[src/pagerank_defs.svh]
// Widths and depths of the PageRank compute unit
// Address, data, vertex id, degree and counter widths
// Depths of the vertex, command and neighbor FIFOs

`ifndef PAGERANK_DEFS_SVH
`define PAGERANK_DEFS_SVH

// Bus and field widths
`define PR_ADDR_W 16
`define PR_DATA_W 32
`define PR_VID_W  16
`define PR_DEG_W  8
`define PR_CNT_W  32

// Queue depths
`define VERTEX_FIFO_DEPTH   8
`define CMD_FIFO_DEPTH      8
`define NEIGHBOR_FIFO_DEPTH 16

`endif

[src/pagerank_pkg.sv]
// Shared types of the PageRank compute unit
// Read kind, read command and read response
// Vertex job and rank result

`include "pagerank_defs.svh"

package pagerank_pkg;

	// Which array a read targets
	typedef enum logic {
		READ_EDGE = 1'b0,
		READ_DATA = 1'b1
	} read_kind_t;

	typedef struct packed {
		read_kind_t            kind;
		logic [`PR_ADDR_W-1:0] addr;
	} read_cmd_t;

	typedef struct packed {
		read_kind_t            kind;
		logic [`PR_DATA_W-1:0] data;
	} read_rsp_t;

	typedef struct packed {
		logic [`PR_VID_W-1:0]  id;
		logic [`PR_DEG_W-1:0]  degree;
		logic [`PR_ADDR_W-1:0] edge_base;
	} vertex_job_t;

	typedef struct packed {
		logic [`PR_VID_W-1:0]  vertex;
		logic [`PR_DATA_W-1:0] sum;
	} rank_result_t;

endpackage

[src/read_cmd_if.sv]
// Read command handshake between a reader and the arbiter
// Modports for the reader peer and for the arbiter

`timescale 1ns/10ps

interface read_cmd_if;
	import pagerank_pkg::*;

	// Transfer happens when req and ready are both high
	logic      req;
	logic      ready;
	read_cmd_t cmd;

	modport peer (
		output req,
		output cmd,
		input  ready
	);

	modport arbiter (
		input  req,
		input  cmd,
		output ready
	);

endinterface

[src/edge_data_reader.sv]
// Neighbor queue fed by edge-list responses
// Neighbor data read commands, one per queued neighbor

`timescale 1ns/10ps
`include "pagerank_defs.svh"

module edge_data_reader (
	input  logic                    clock,
	input  logic                    rstn,
	input  logic                    rsp_valid,
	input  pagerank_pkg::read_rsp_t rsp,
	read_cmd_if.peer                data_cmd
);
	import pagerank_pkg::*;

	logic                  edge_hit;
	logic                  nbr_empty;
	logic                  nbr_pop;
	logic [`PR_ADDR_W-1:0] nbr_head;

	// Only edge-list responses carry a neighbor index
	assign edge_hit = rsp_valid && (rsp.kind == READ_EDGE);

	sync_fifo #(
		.T    (logic [`PR_ADDR_W-1:0]),
		.DEPTH(`NEIGHBOR_FIFO_DEPTH)
	) neighbor_fifo (
		.clock   (clock),
		.rstn    (rstn),
		.push    (edge_hit),
		.data_in (rsp.data[`PR_ADDR_W-1:0]),
		.pop     (nbr_pop),
		.data_out(nbr_head),
		.empty   (nbr_empty),
		.full    ()
	);

	//////////////////////////////////////////////////
	// Data command issue
	//////////////////////////////////////////////////

	// Head stays put until the arbiter takes it
	assign data_cmd.req = !nbr_empty;
	assign data_cmd.cmd = '{kind: READ_DATA, addr: nbr_head};
	assign nbr_pop      = data_cmd.req && data_cmd.ready;

endmodule

[src/edge_job_reader.sv]
// Vertex FIFO and current vertex register
// Edge-list read commands, one per edge of the current vertex

`timescale 1ns/10ps
`include "pagerank_defs.svh"

module edge_job_reader (
	input  logic                      clock,
	input  logic                      rstn,
	input  logic                      vertex_valid,
	input  pagerank_pkg::vertex_job_t vertex_in,
	read_cmd_if.peer                  edge_cmd,
	input  logic                      vertex_done,
	output logic                      current_valid,
	output pagerank_pkg::vertex_job_t current_job
);
	import pagerank_pkg::*;

	logic                  vertex_empty;
	logic                  vertex_pop;
	vertex_job_t           vertex_head;
	logic [`PR_DEG_W-1:0]  edge_idx;
	logic [`PR_ADDR_W-1:0] edge_addr;

	sync_fifo #(
		.T    (vertex_job_t),
		.DEPTH(`VERTEX_FIFO_DEPTH)
	) vertex_fifo (
		.clock   (clock),
		.rstn    (rstn),
		.push    (vertex_valid),
		.data_in (vertex_in),
		.pop     (vertex_pop),
		.data_out(vertex_head),
		.empty   (vertex_empty),
		.full    ()
	);

	// Take the next vertex only when none is in flight
	assign vertex_pop = !current_valid && !vertex_empty;

	always_ff @(posedge clock or negedge rstn) begin
		if (!rstn) begin
			current_valid <= 1'b0;
			edge_idx      <= '0;
		end else if (vertex_pop) begin
			current_valid <= 1'b1;
			edge_idx      <= '0;
		end else begin
			if (vertex_done) begin
				current_valid <= 1'b0;
			end
			if (edge_cmd.req && edge_cmd.ready) begin
				edge_idx <= edge_idx + 1'b1;
			end
		end
	end

	always_ff @(posedge clock) begin
		if (vertex_pop) begin
			current_job <= vertex_head;
		end
	end

	// Edge list walk
	assign edge_addr    = current_job.edge_base + `PR_ADDR_W'(edge_idx);
	assign edge_cmd.req = current_valid && (edge_idx != current_job.degree);
	assign edge_cmd.cmd = '{kind: READ_EDGE, addr: edge_addr};

endmodule

[src/pagerank_cu.sv]
// PageRank compute unit top level
// Flat ports packed into and out of the shared types
// Two read command channels, arbiter, readers and sum kernel

`timescale 1ns/10ps
`include "pagerank_defs.svh"

module pagerank_cu (
	input  logic                     clock,
	input  logic                     rstn,
	input  logic                     vertex_valid,
	input  logic [`PR_VID_W-1:0]     vertex_id,
	input  logic [`PR_DEG_W-1:0]     vertex_degree,
	input  logic [`PR_ADDR_W-1:0]    vertex_edge_base,
	output logic                     read_cmd_request,
	input  logic                     read_cmd_grant,
	output logic                     read_cmd_valid,
	output pagerank_pkg::read_kind_t read_cmd_kind,
	output logic [`PR_ADDR_W-1:0]    read_cmd_addr,
	input  logic                     read_rsp_valid,
	input  pagerank_pkg::read_kind_t read_rsp_kind,
	input  logic [`PR_DATA_W-1:0]    read_rsp_data,
	output logic                     result_valid,
	output logic [`PR_VID_W-1:0]     result_vertex,
	output logic [`PR_DATA_W-1:0]    result_sum,
	output logic [`PR_CNT_W-1:0]     vertex_count,
	output logic [`PR_CNT_W-1:0]     edge_count
);
	import pagerank_pkg::*;

	vertex_job_t  vertex_in;
	vertex_job_t  current_job;
	read_cmd_t    read_cmd_out;
	read_rsp_t    rsp;
	rank_result_t result;
	logic         current_valid;
	logic         vertex_done;

	read_cmd_if edge_cmd ();
	read_cmd_if data_cmd ();

	// Flat port packing
	assign vertex_in     = '{id: vertex_id, degree: vertex_degree, edge_base: vertex_edge_base};
	assign rsp           = '{kind: read_rsp_kind, data: read_rsp_data};
	assign read_cmd_kind = read_cmd_out.kind;
	assign read_cmd_addr = read_cmd_out.addr;
	assign result_vertex = result.vertex;
	assign result_sum    = result.sum;

	read_cmd_arbiter arbiter (
		.clock           (clock),
		.rstn            (rstn),
		.edge_cmd        (edge_cmd),
		.data_cmd        (data_cmd),
		.read_cmd_request(read_cmd_request),
		.read_cmd_grant  (read_cmd_grant),
		.read_cmd_valid  (read_cmd_valid),
		.read_cmd_out    (read_cmd_out)
	);

	edge_job_reader job_reader (
		.clock        (clock),
		.rstn         (rstn),
		.vertex_valid (vertex_valid),
		.vertex_in    (vertex_in),
		.edge_cmd     (edge_cmd),
		.vertex_done  (vertex_done),
		.current_valid(current_valid),
		.current_job  (current_job)
	);

	edge_data_reader data_reader (
		.clock    (clock),
		.rstn     (rstn),
		.rsp_valid(read_rsp_valid),
		.rsp      (rsp),
		.data_cmd (data_cmd)
	);

	rank_sum_kernel sum_kernel (
		.clock        (clock),
		.rstn         (rstn),
		.rsp_valid    (read_rsp_valid),
		.rsp          (rsp),
		.current_valid(current_valid),
		.current_job  (current_job),
		.vertex_done  (vertex_done),
		.result_valid (result_valid),
		.result       (result),
		.vertex_count (vertex_count),
		.edge_count   (edge_count)
	);

endmodule

[src/rank_sum_kernel.sv]
// Sum of neighbor data for the current vertex
// Completion check against the degree, result strobe
// Completed-vertex and processed-edge counters

`timescale 1ns/10ps
`include "pagerank_defs.svh"

module rank_sum_kernel (
	input  logic                       clock,
	input  logic                       rstn,
	input  logic                       rsp_valid,
	input  pagerank_pkg::read_rsp_t    rsp,
	input  logic                       current_valid,
	input  pagerank_pkg::vertex_job_t  current_job,
	output logic                       vertex_done,
	output logic                       result_valid,
	output pagerank_pkg::rank_result_t result,
	output logic [`PR_CNT_W-1:0]       vertex_count,
	output logic [`PR_CNT_W-1:0]       edge_count
);
	import pagerank_pkg::*;

	logic                  data_hit;
	logic                  done_cond;
	logic [`PR_DEG_W-1:0]  data_count;
	logic [`PR_DATA_W-1:0] sum;

	assign data_hit = rsp_valid && (rsp.kind == READ_DATA);

	// Blocked while the strobe is out, current clears the cycle after
	assign done_cond   = current_valid && !result_valid && (data_count == current_job.degree);
	assign vertex_done = result_valid;

	//////////////////////////////////////////////////
	// Accumulation
	//////////////////////////////////////////////////

	always_ff @(posedge clock or negedge rstn) begin
		if (!rstn) begin
			sum        <= '0;
			data_count <= '0;
		end else if (done_cond) begin
			sum        <= '0;
			data_count <= '0;
		end else if (data_hit) begin
			sum        <= sum + rsp.data;
			data_count <= data_count + 1'b1;
		end
	end

	//////////////////////////////////////////////////
	// Result and counters
	//////////////////////////////////////////////////

	always_ff @(posedge clock or negedge rstn) begin
		if (!rstn) begin
			result_valid <= 1'b0;
			vertex_count <= '0;
			edge_count   <= '0;
		end else begin
			result_valid <= done_cond;
			if (done_cond) begin
				vertex_count <= vertex_count + 1'b1;
			end
			if (data_hit) begin
				edge_count <= edge_count + 1'b1;
			end
		end
	end

	always_ff @(posedge clock) begin
		if (done_cond) begin
			result <= '{vertex: current_job.id, sum: sum};
		end
	end

endmodule

[src/read_cmd_arbiter.sv]
// Round-robin arbiter for the two read command peers
// Command FIFO between the arbiter and the external port
// External request/grant and registered command output

`timescale 1ns/10ps
`include "pagerank_defs.svh"

module read_cmd_arbiter (
	input  logic                    clock,
	input  logic                    rstn,
	read_cmd_if.arbiter             edge_cmd,
	read_cmd_if.arbiter             data_cmd,
	output logic                    read_cmd_request,
	input  logic                    read_cmd_grant,
	output logic                    read_cmd_valid,
	output pagerank_pkg::read_cmd_t read_cmd_out
);
	import pagerank_pkg::*;

	logic      last_data;
	logic      fifo_push;
	logic      fifo_pop;
	logic      fifo_empty;
	logic      fifo_full;
	read_cmd_t push_cmd;
	read_cmd_t fifo_out;

	//////////////////////////////////////////////////
	// Arbitration
	//////////////////////////////////////////////////

	// Edge peer wins a tie when data was served last
	assign edge_cmd.ready = !fifo_full && edge_cmd.req && (!data_cmd.req || last_data);
	assign data_cmd.ready = !fifo_full && data_cmd.req && (!edge_cmd.req || !last_data);

	assign fifo_push = edge_cmd.ready || data_cmd.ready;
	assign push_cmd  = edge_cmd.ready ? edge_cmd.cmd : data_cmd.cmd;

	always_ff @(posedge clock or negedge rstn) begin
		if (!rstn) begin
			last_data <= 1'b1;
		end else if (edge_cmd.ready) begin
			last_data <= 1'b0;
		end else if (data_cmd.ready) begin
			last_data <= 1'b1;
		end
	end

	//////////////////////////////////////////////////
	// Command FIFO and external port
	//////////////////////////////////////////////////

	sync_fifo #(
		.T    (read_cmd_t),
		.DEPTH(`CMD_FIFO_DEPTH)
	) cmd_fifo (
		.clock   (clock),
		.rstn    (rstn),
		.push    (fifo_push),
		.data_in (push_cmd),
		.pop     (fifo_pop),
		.data_out(fifo_out),
		.empty   (fifo_empty),
		.full    (fifo_full)
	);

	assign read_cmd_request = !fifo_empty;

	// Grant without a pending request does nothing
	assign fifo_pop = read_cmd_grant && !fifo_empty;

	always_ff @(posedge clock or negedge rstn) begin
		if (!rstn) begin
			read_cmd_valid <= 1'b0;
		end else begin
			read_cmd_valid <= fifo_pop;
		end
	end

	always_ff @(posedge clock) begin
		if (fifo_pop) begin
			read_cmd_out <= fifo_out;
		end
	end

endmodule

[src/sync_fifo.sv]
// Synchronous FIFO with a type parameter for the payload
// Circular buffer, registered count, show-ahead read data

`timescale 1ns/10ps
`include "pagerank_defs.svh"

module sync_fifo #(
	parameter type T     = pagerank_pkg::read_cmd_t,
	parameter int  DEPTH = `CMD_FIFO_DEPTH
) (
	input  logic clock,
	input  logic rstn,
	input  logic push,
	input  T     data_in,
	input  logic pop,
	output T     data_out,
	output logic empty,
	output logic full
);

	localparam int AW = (DEPTH > 1) ? $clog2(DEPTH) : 1;
	localparam int CW = $clog2(DEPTH + 1);

	T              mem [DEPTH];
	logic [AW-1:0] wr_ptr;
	logic [AW-1:0] rd_ptr;
	logic [CW-1:0] count;
	logic          do_push;
	logic          do_pop;

	// Wrap at DEPTH, which need not be a power of two
	function automatic logic [AW-1:0] next_ptr(input logic [AW-1:0] ptr);
		if (ptr == AW'(DEPTH - 1)) begin
			return '0;
		end
		return ptr + 1'b1;
	endfunction

	assign empty    = (count == '0);
	assign full     = (count == CW'(DEPTH));
	assign do_push  = push && !full;
	assign do_pop   = pop && !empty;
	assign data_out = mem[rd_ptr];

	always_ff @(posedge clock or negedge rstn) begin
		if (!rstn) begin
			wr_ptr <= '0;
			rd_ptr <= '0;
			count  <= '0;
		end else begin
			if (do_push) begin
				wr_ptr <= next_ptr(wr_ptr);
			end
			if (do_pop) begin
				rd_ptr <= next_ptr(rd_ptr);
			end
			if (do_push && !do_pop) begin
				count <= count + 1'b1;
			end else if (do_pop && !do_push) begin
				count <= count - 1'b1;
			end
		end
	end

	always_ff @(posedge clock) begin
		if (do_push) begin
			mem[wr_ptr] <= data_in;
		end
	end

endmodule

[config.mk]
export PLATFORM = sky130hd
export DESIGN_NAME = pagerank_cu
export DESIGN_NICKNAME = d
export VERILOG_FILES = /design/src/pagerank_pkg.sv /design/src/read_cmd_if.sv /design/src/edge_data_reader.sv /design/src/edge_job_reader.sv /design/src/pagerank_cu.sv /design/src/rank_sum_kernel.sv /design/src/read_cmd_arbiter.sv /design/src/sync_fifo.sv
export VERILOG_INCLUDE_DIRS = /design/src
export SDC_FILE = /design/constraint.sdc
export NUM_CORES = 1
export LEC_CHECK = 0
export BUFFER_PORTS_ARGS = -buffer_cell sky130_fd_sc_hd__buf_4
export CAP_MARGIN = 20
export CORE_MARGIN = 4
export CORE_UTILIZATION = 45
export DETAILED_ROUTE_END_ITERATION = 7
export MAX_ROUTING_LAYER = met4
export PLACE_DENSITY_LB_ADDON = 0.25
export SKIP_CTS_REPAIR_TIMING = 1
export SYNTH_ARGS = -nofsm -noshare
export SYNTH_HDL_FRONTEND = slang
export SYNTH_HIERARCHICAL = 1
export SYNTH_SLANG_ARGS = --single-unit
[constraint.sdc]
create_clock -name clock -period 5.1 [get_ports clock]
set_input_delay 1.02 -clock clock [delete_from_list [all_inputs] [get_ports clock]]
set_output_delay 1.02 -clock clock [all_outputs]
set_load 0.01 [all_outputs]
* Word level (Yosys, flattened, before mapping)
Memory sizes are Yosys's and may differ from the RTL's. A register that Yosys moved wholly into a read port is not among the register bits.
Cells that the tools add are included.
** Storage, ports and cells
- Bits in registers :: 197
- Memory bits (writable) :: 712
- Bits of input ports :: 78
- Output and inout port bits :: 132
- Logic and storage cells :: 154
- Memories :: 3
** Memories
- job_reader.vertex_fifo.mem :: depth 8, width 40, rd ports 1, clocked after Yosys merged registers in 1, write ports 1, RTL line sync_fifo.sv:24 : T mem [DEPTH];
- data_reader.neighbor_fifo.mem :: depth 16, width 16, rd ports 1, clocked after Yosys merged registers in 0, write ports 1, RTL line sync_fifo.sv:24
- arbiter.cmd_fifo.mem :: depth 8, width 17, rd ports 1, clocked after Yosys merged registers in 1, write ports 1, RTL line sync_fifo.sv:24
** Operators by class
- $add $sub $neg :: 18
- Equality and inequality tests :: 11
- Muxes and demuxes :: 47
- Bitwise operators :: 1
- Reductions and logical operators :: 54
** Operators with widths (count)
- 32-bit by 1-bit adder with 32-bit output (second input constant) :: 2
- 32-bit two-way mux :: 2
- 32-bit adder :: 1
- 4-bit two-way mux :: 8
- 8-bit two-way mux :: 4
- 1-bit logical AND :: 25
- 3-bit two-way mux :: 8
- 1-bit two-way mux :: 22
- 17-bit two-way mux :: 1
- 16-bit by 8-bit adder with 16-bit output :: 1
- 4-bit by 1-bit adder with 4-bit output (second input constant) :: 4
- 8-bit by 1-bit adder with 8-bit output (second input constant) :: 2
- 4-bit == test (second input constant) :: 4
- 1-bit logical NOT :: 16
- 2-bit nonzero test :: 7
- 3-bit by 1-bit adder with 3-bit output (second input constant) :: 4
- 3-bit == test (second input constant) :: 4
- 5-bit two-way mux :: 2
- 8-bit == test :: 1
- 4-bit logical NOT :: 2
- 8-bit inequality test :: 1
- 4-bit by 1-bit subtractor with 4-bit output (second input constant) :: 2
- 5-bit by 1-bit adder with 5-bit output (second input constant) :: 1
- 5-bit == test (second input constant) :: 1
- 4 further kinds :: 6

* Longest topological paths before layout
- Depth in word-level cells :: 11
- Gate-level depth with buffers :: 14
- Depth with buffers taken out :: 14

* Modules after synthesis
Netlist, hierarchy kept.
** Modules (own cells, without submodules)
- sync_fifo at job_reader.vertex_fifo :: instances 1, cells each 527, area an instance 12961.2 um^2, seq. area each 9859.5 um^2
- sync_fifo at data_reader.neighbor_fifo :: instances 1, cells each 565, area an instance 10680.2 um^2, seq. area each 8012.7 um^2
- rank_sum_kernel :: instances 1, cells each 713, area an instance 7704.9 um^2, seq. area each 4068.9 um^2
- sync_fifo at arbiter.cmd_fifo :: instances 1, cells each 263, area an instance 5963.2 um^2, seq. area each 4334.2 um^2
- edge_job_reader :: instances 1, cells each 156, area an instance 2207.1 um^2, seq. area each 1426.4 um^2
- read_cmd_arbiter :: instances 1, cells each 50, area an instance 877.1 um^2, seq. area each 561.8 um^2
- edge_data_reader :: instances 1, cells each 5, area an instance 35.0 um^2, seq. area each 0.0 um^2

* Least setup slack after synthesis
No wires, ideal clock.
- Path type :: input to register
- From :: input vertex_valid
- To :: memory job_reader/vertex_fifo/mem[0][0] in the netlist's numbering (enable)
- Setup time :: 537 ps
- Arrival :: 4936 ps
- Data required time :: 4563 ps
- Path slack :: -373 ps
- Stages :: 2
- Path buffers :: 0
- Cell sequence :: nand2_2 -> nor4_1
** Between the ends
- Longest elaborated chain between the ends :: 3
** Ends and longest elaborated chain
- start, declared :: RTL line pagerank_cu.sv:11 : input logic vertex_valid,
- 1-bit logical AND :: RTL line sync_fifo.sv:41 : assign do_push = push && !full;
- 1-bit two-way mux :: RTL line sync_fifo.sv:66 : if (do_push) begin
- 1-bit two-way mux (not written as such) :: RTL line sync_fifo.sv:67 : mem[wr_ptr] <= data_in;
- end, declared :: RTL line sync_fifo.sv:24
No other way between the ends.

* Final worst setup path
- From :: register job_reader.edge_idx[1]
- To :: register arbiter.cmd_fifo.count[3]
** Between the ends
- Longest elaborated chain between the ends :: 10
- Elaborated cells on any way between the ends :: 14
- Those cells by class :: eq/ne (1); mux (1); reduce/logical (12)
** Ends and longest elaborated chain
- start, declared :: RTL line edge_job_reader.sv:22 : logic [`PR_DEG_W-1:0] edge_idx;
- start signal, assigned :: RTL line edge_job_reader.sv:54 : edge_idx <= edge_idx + 1'b1;
- 8-bit inequality test (*) :: RTL line edge_job_reader.sv:67 : assign edge_cmd.req = current_valid && (edge_idx != current_job.degree);
- 1-bit logical AND (*) :: RTL line edge_job_reader.sv:67
- named net edge_cmd.req :: RTL line read_cmd_if.sv:10 : logic req;
- 1-bit logical NOT :: RTL line read_cmd_arbiter.sv:34 : assign data_cmd.ready = !fifo_full && data_cmd.req && (!edge_cmd.req || !last_data);
- 1-bit logical OR :: RTL line read_cmd_arbiter.sv:34
- 1-bit logical AND :: RTL line read_cmd_arbiter.sv:34
- 1-bit logical OR (*) :: RTL line read_cmd_arbiter.sv:36 : assign fifo_push = edge_cmd.ready || data_cmd.ready;
- named net arbiter.fifo_push :: RTL line read_cmd_arbiter.sv:21 : logic fifo_push;
- 1-bit logical AND (*) :: RTL line sync_fifo.sv:41
- named net arbiter.cmd_fifo.do_push :: RTL line sync_fifo.sv:28 : logic do_push;
- 1-bit logical NOT :: RTL line sync_fifo.sv:59 : end else if (do_pop && !do_push) begin
- 1-bit logical AND :: RTL line sync_fifo.sv:59
- 2-bit nonzero test (no line)
- end signal, assigned :: RTL line sync_fifo.sv:58 : count <= count + 1'b1;
- end signal, assigned :: RTL line sync_fifo.sv:60 : count <= count - 1'b1;
- end, declared :: RTL line sync_fifo.sv:27 : logic [CW-1:0] count;
The timed path passes the listed nets; every way through them passes the cells marked *.
A chain may end at the register's enable or synchronous reset.

==> flow_summary.json <==
{
  "clock-root-buffer": "clkbuf_16",
  "rsz0062_at_grt": "no",
  "p_int_uw": 17800,
  "yosys_warnings": 6,
  "setup_violations": 0,
  "regArea_um2": 28300,
  "fin_area_um2": 46800,
  "max_freq_mhz": 270,
  "power_density_nw_per_um2": 549,
  "netlist_area_um2": 40400,
  "cts_made_buffers": 100,
  "syn_nets": 2428,
  "ios": 210,
  "clk_latency_ns": 0.66,
  "gp_congestion": 0.890,
  "htree_levels": 3,
  "wirelength_mm": 88.7,
  "status": "finished, final reports clean",
  "mostFrequentLayoutCells": "817 x edfxtp_1, 249 x buf_4, 158 x nand2_1, 144 x dfrtp_1, 103 x clkbuf_16",
  "dp_hpwl_mm": 55.3,
  "fin_util_pct": 52.7,
  "firstDrtPassIters": 5,
  "switching_share_pct": 30.5,
  "syn_avg_cell_area_um2": 17.7,
  "worstHoldStart": "job_reader/current_job[38]",
  "grt_start_max_net_pins": 84,
  "grtUsageTotal_pct": 19.3,
  "timing.critical_path.from": "job_reader/edge_idx[1]",
  "cap_viol_max_count": 0,
  "final_common_cell": "edfxtp_1",
  "layout_setup_ws_ns": 1.40,
  "placedInstanceArea_um2": 43500,
  "synth_cells": 2278,
  "detail-route-antenna-nets": 0,
  "die_area_um2": 94700,
  "area_growth_pct": 15.7,
  "start_kind": "flop",
  "clockBufferDepth": 3,
  "hold_viol": 0,
  "hp-class": "flop to flop",
  "clockPowerShare_pct": 28.0,
  "setup_tns_ns": 0,
  "fin_nets": 2695,
  "place_ws_ns": 1.12,
  "maxSlewViolCount": 0,
  "viasPerCell": 5.55,
  "portBuffers": 209,
  "grt_pass1_vias": 21800,
  "fillCellCount": 7000,
  "tritoncts": "yes",
  "worstPathArrival_ns": 4.22,
  "timing_worst_setup_path_type": "flop to flop",
  "cp.required_ns": 5.62,
  "drcViolationCount": 0,
  "start_util_pct": 45.5,
  "wire_per_inst_um": 23.4,
  "instances_no_fill": 3797,
  "die_y_um": 308,
  "fin_crit_sh_pct": 72.5,
  "cts.reportedPaths.clkPinSlew_ns": 0.06,
  "max_slew_margin_pct": 27.0,
  "end_kind": "flop",
  "die_w_um": 308,
  "multiInputGateArea_um2": 11600,
  "grt_pass1_wl_mm": 134,
  "rows": 109,
  "comb_power_share_pct": 28.0,
  "seq_power_share_pct": 44.1,
  "p_sw_uw": 7840,
  "r2r-start": "job_reader/edge_idx[1]",
  "cts.sinks": 966,
  "finalClockSkew_ns": 0.0210,
  "core-area_um2": 88800,
  "worstMarginPinSlew_ns": 1.09,
  "power.leakage_uw": 0.0170,
  "place_inst": 3606,
  "cp_max_fo": 8,
  "period_minus_slack_ns": 3.70,
  "max-vdd-ir-drop_mv": 0.326,
  "dr.first_iter.drc_count": 1723,
  "num_vias": 21100,
  "drive_gt1_share_pct": 23.2,
  "antenna_found_initial": 6,
  "overflow": 0
}
worst max-delay path, stage by stage (launching register included):
cell	delay (ns)
dfrtp_1	0.48
xor2_1	0.21
nor4_2	0.47
a21boi_1	0.23
nor2_1	0.21
nor2_1	0.11
nand2_2	0.24
inv_1	0.08
ha_1	0.27
inv_1	0.16
ha_1	0.31
or4_1	0.53
o211ai_1	0.12
o211ai_1	0.12
sequential cells by signal, summed over array words and instances, names as in the netlist, 3 cells and up:
| signal | count |
|---|---|
| sum_kernel/data_count | 8 |
| job_reader/current_job | 40 |
| sum_kernel/edge_count | 32 |
| arbiter/cmd_fifo/count | 4 |
| job_reader/vertex_fifo/rd_ptr | 3 |
| data_reader/neighbor_fifo/rd_ptr | 4 |
| data_reader/neighbor_fifo/wr_ptr | 4 |
| job_reader/vertex_fifo/count | 4 |
| arbiter/cmd_fifo/rd_ptr | 3 |
| sum_kernel/result | 48 |
| arbiter/cmd_fifo/wr_ptr | 3 |
| job_reader/vertex_fifo/wr_ptr | 3 |
| sum_kernel/sum | 32 |
| data_reader/neighbor_fifo/count | 5 |
| arbiter/cmd_fifo/mem | 136 |
| sum_kernel/vertex_count | 32 |
| job_reader/vertex_fifo/mem | 320 |
| arbiter/read_cmd_out | 17 |
| job_reader/edge_idx | 8 |
| data_reader/neighbor_fifo/mem | 256 |
power groups by stage:
stage	logic [µW]	clock network [µW]	registers (µW)
floorplan	5390	0	11100
global placement	6970	0	11400
detailed placement	7170	0	11500
CTS	7210	7340	11300
global route	7830	7680	11500
finish	7180	7180	11300
cell type report:
cell class / count / share of cell area (%)
Timing Repair Buffer: 258 / 4.46
Clock inverter: 55 / 1.20
Inverter: 28 / 0.225
Multi-Input combinational cell: 1191 / 24.8
Tap cell: 1165 / 3.12
Clock buffer: 127 / 5.74
Sequential cell: 966 / 60.4
Antenna cell: 7 / 0.0374
worst paths after layout:
kind / end / slack, ns / depth (start not counted)
hold reg to reg: sum_kernel/result[46] / 0.41 / 0
setup reg to reg: arbiter/cmd_fifo/count[3] / 1.40 / 13
setup / recovery: arbiter/cmd_fifo/count[3] / 1.40 / 13
min in group asynchronous: arbiter/read_cmd_valid / 0.44 / 1
hold / removal: sum_kernel/result[46] / 0.41 / 0
max in group asynchronous: sum_kernel/vertex_count[7] / 3.58 / 2
per-stage QoR:
step | power (µW) | hold WS (ns)
global placement | 18400 | 0.410
detailed placement | 18700 | 0.405
CTS | 25900 | 0.418
floorplan | 16500 | 0.400
global route | 27000 | 0.436
finish | 25700 | 0.412
routing by layer:
layer / vias to the layer above / wire, µm / global-route usage [%] / share of wire (%)
met3: 154 / 4990 / 3.35 / 5.6
li1: 9582 / - / - / -
met4: 0 / 2280 / 5.79 / 2.6
met2: 537 / 45900 / 32.9 / 52
met1: 10800 / 35500 / 23.8 / 40
met5: - / 0 / - / 0
Power figures use the tool's default switching activity.
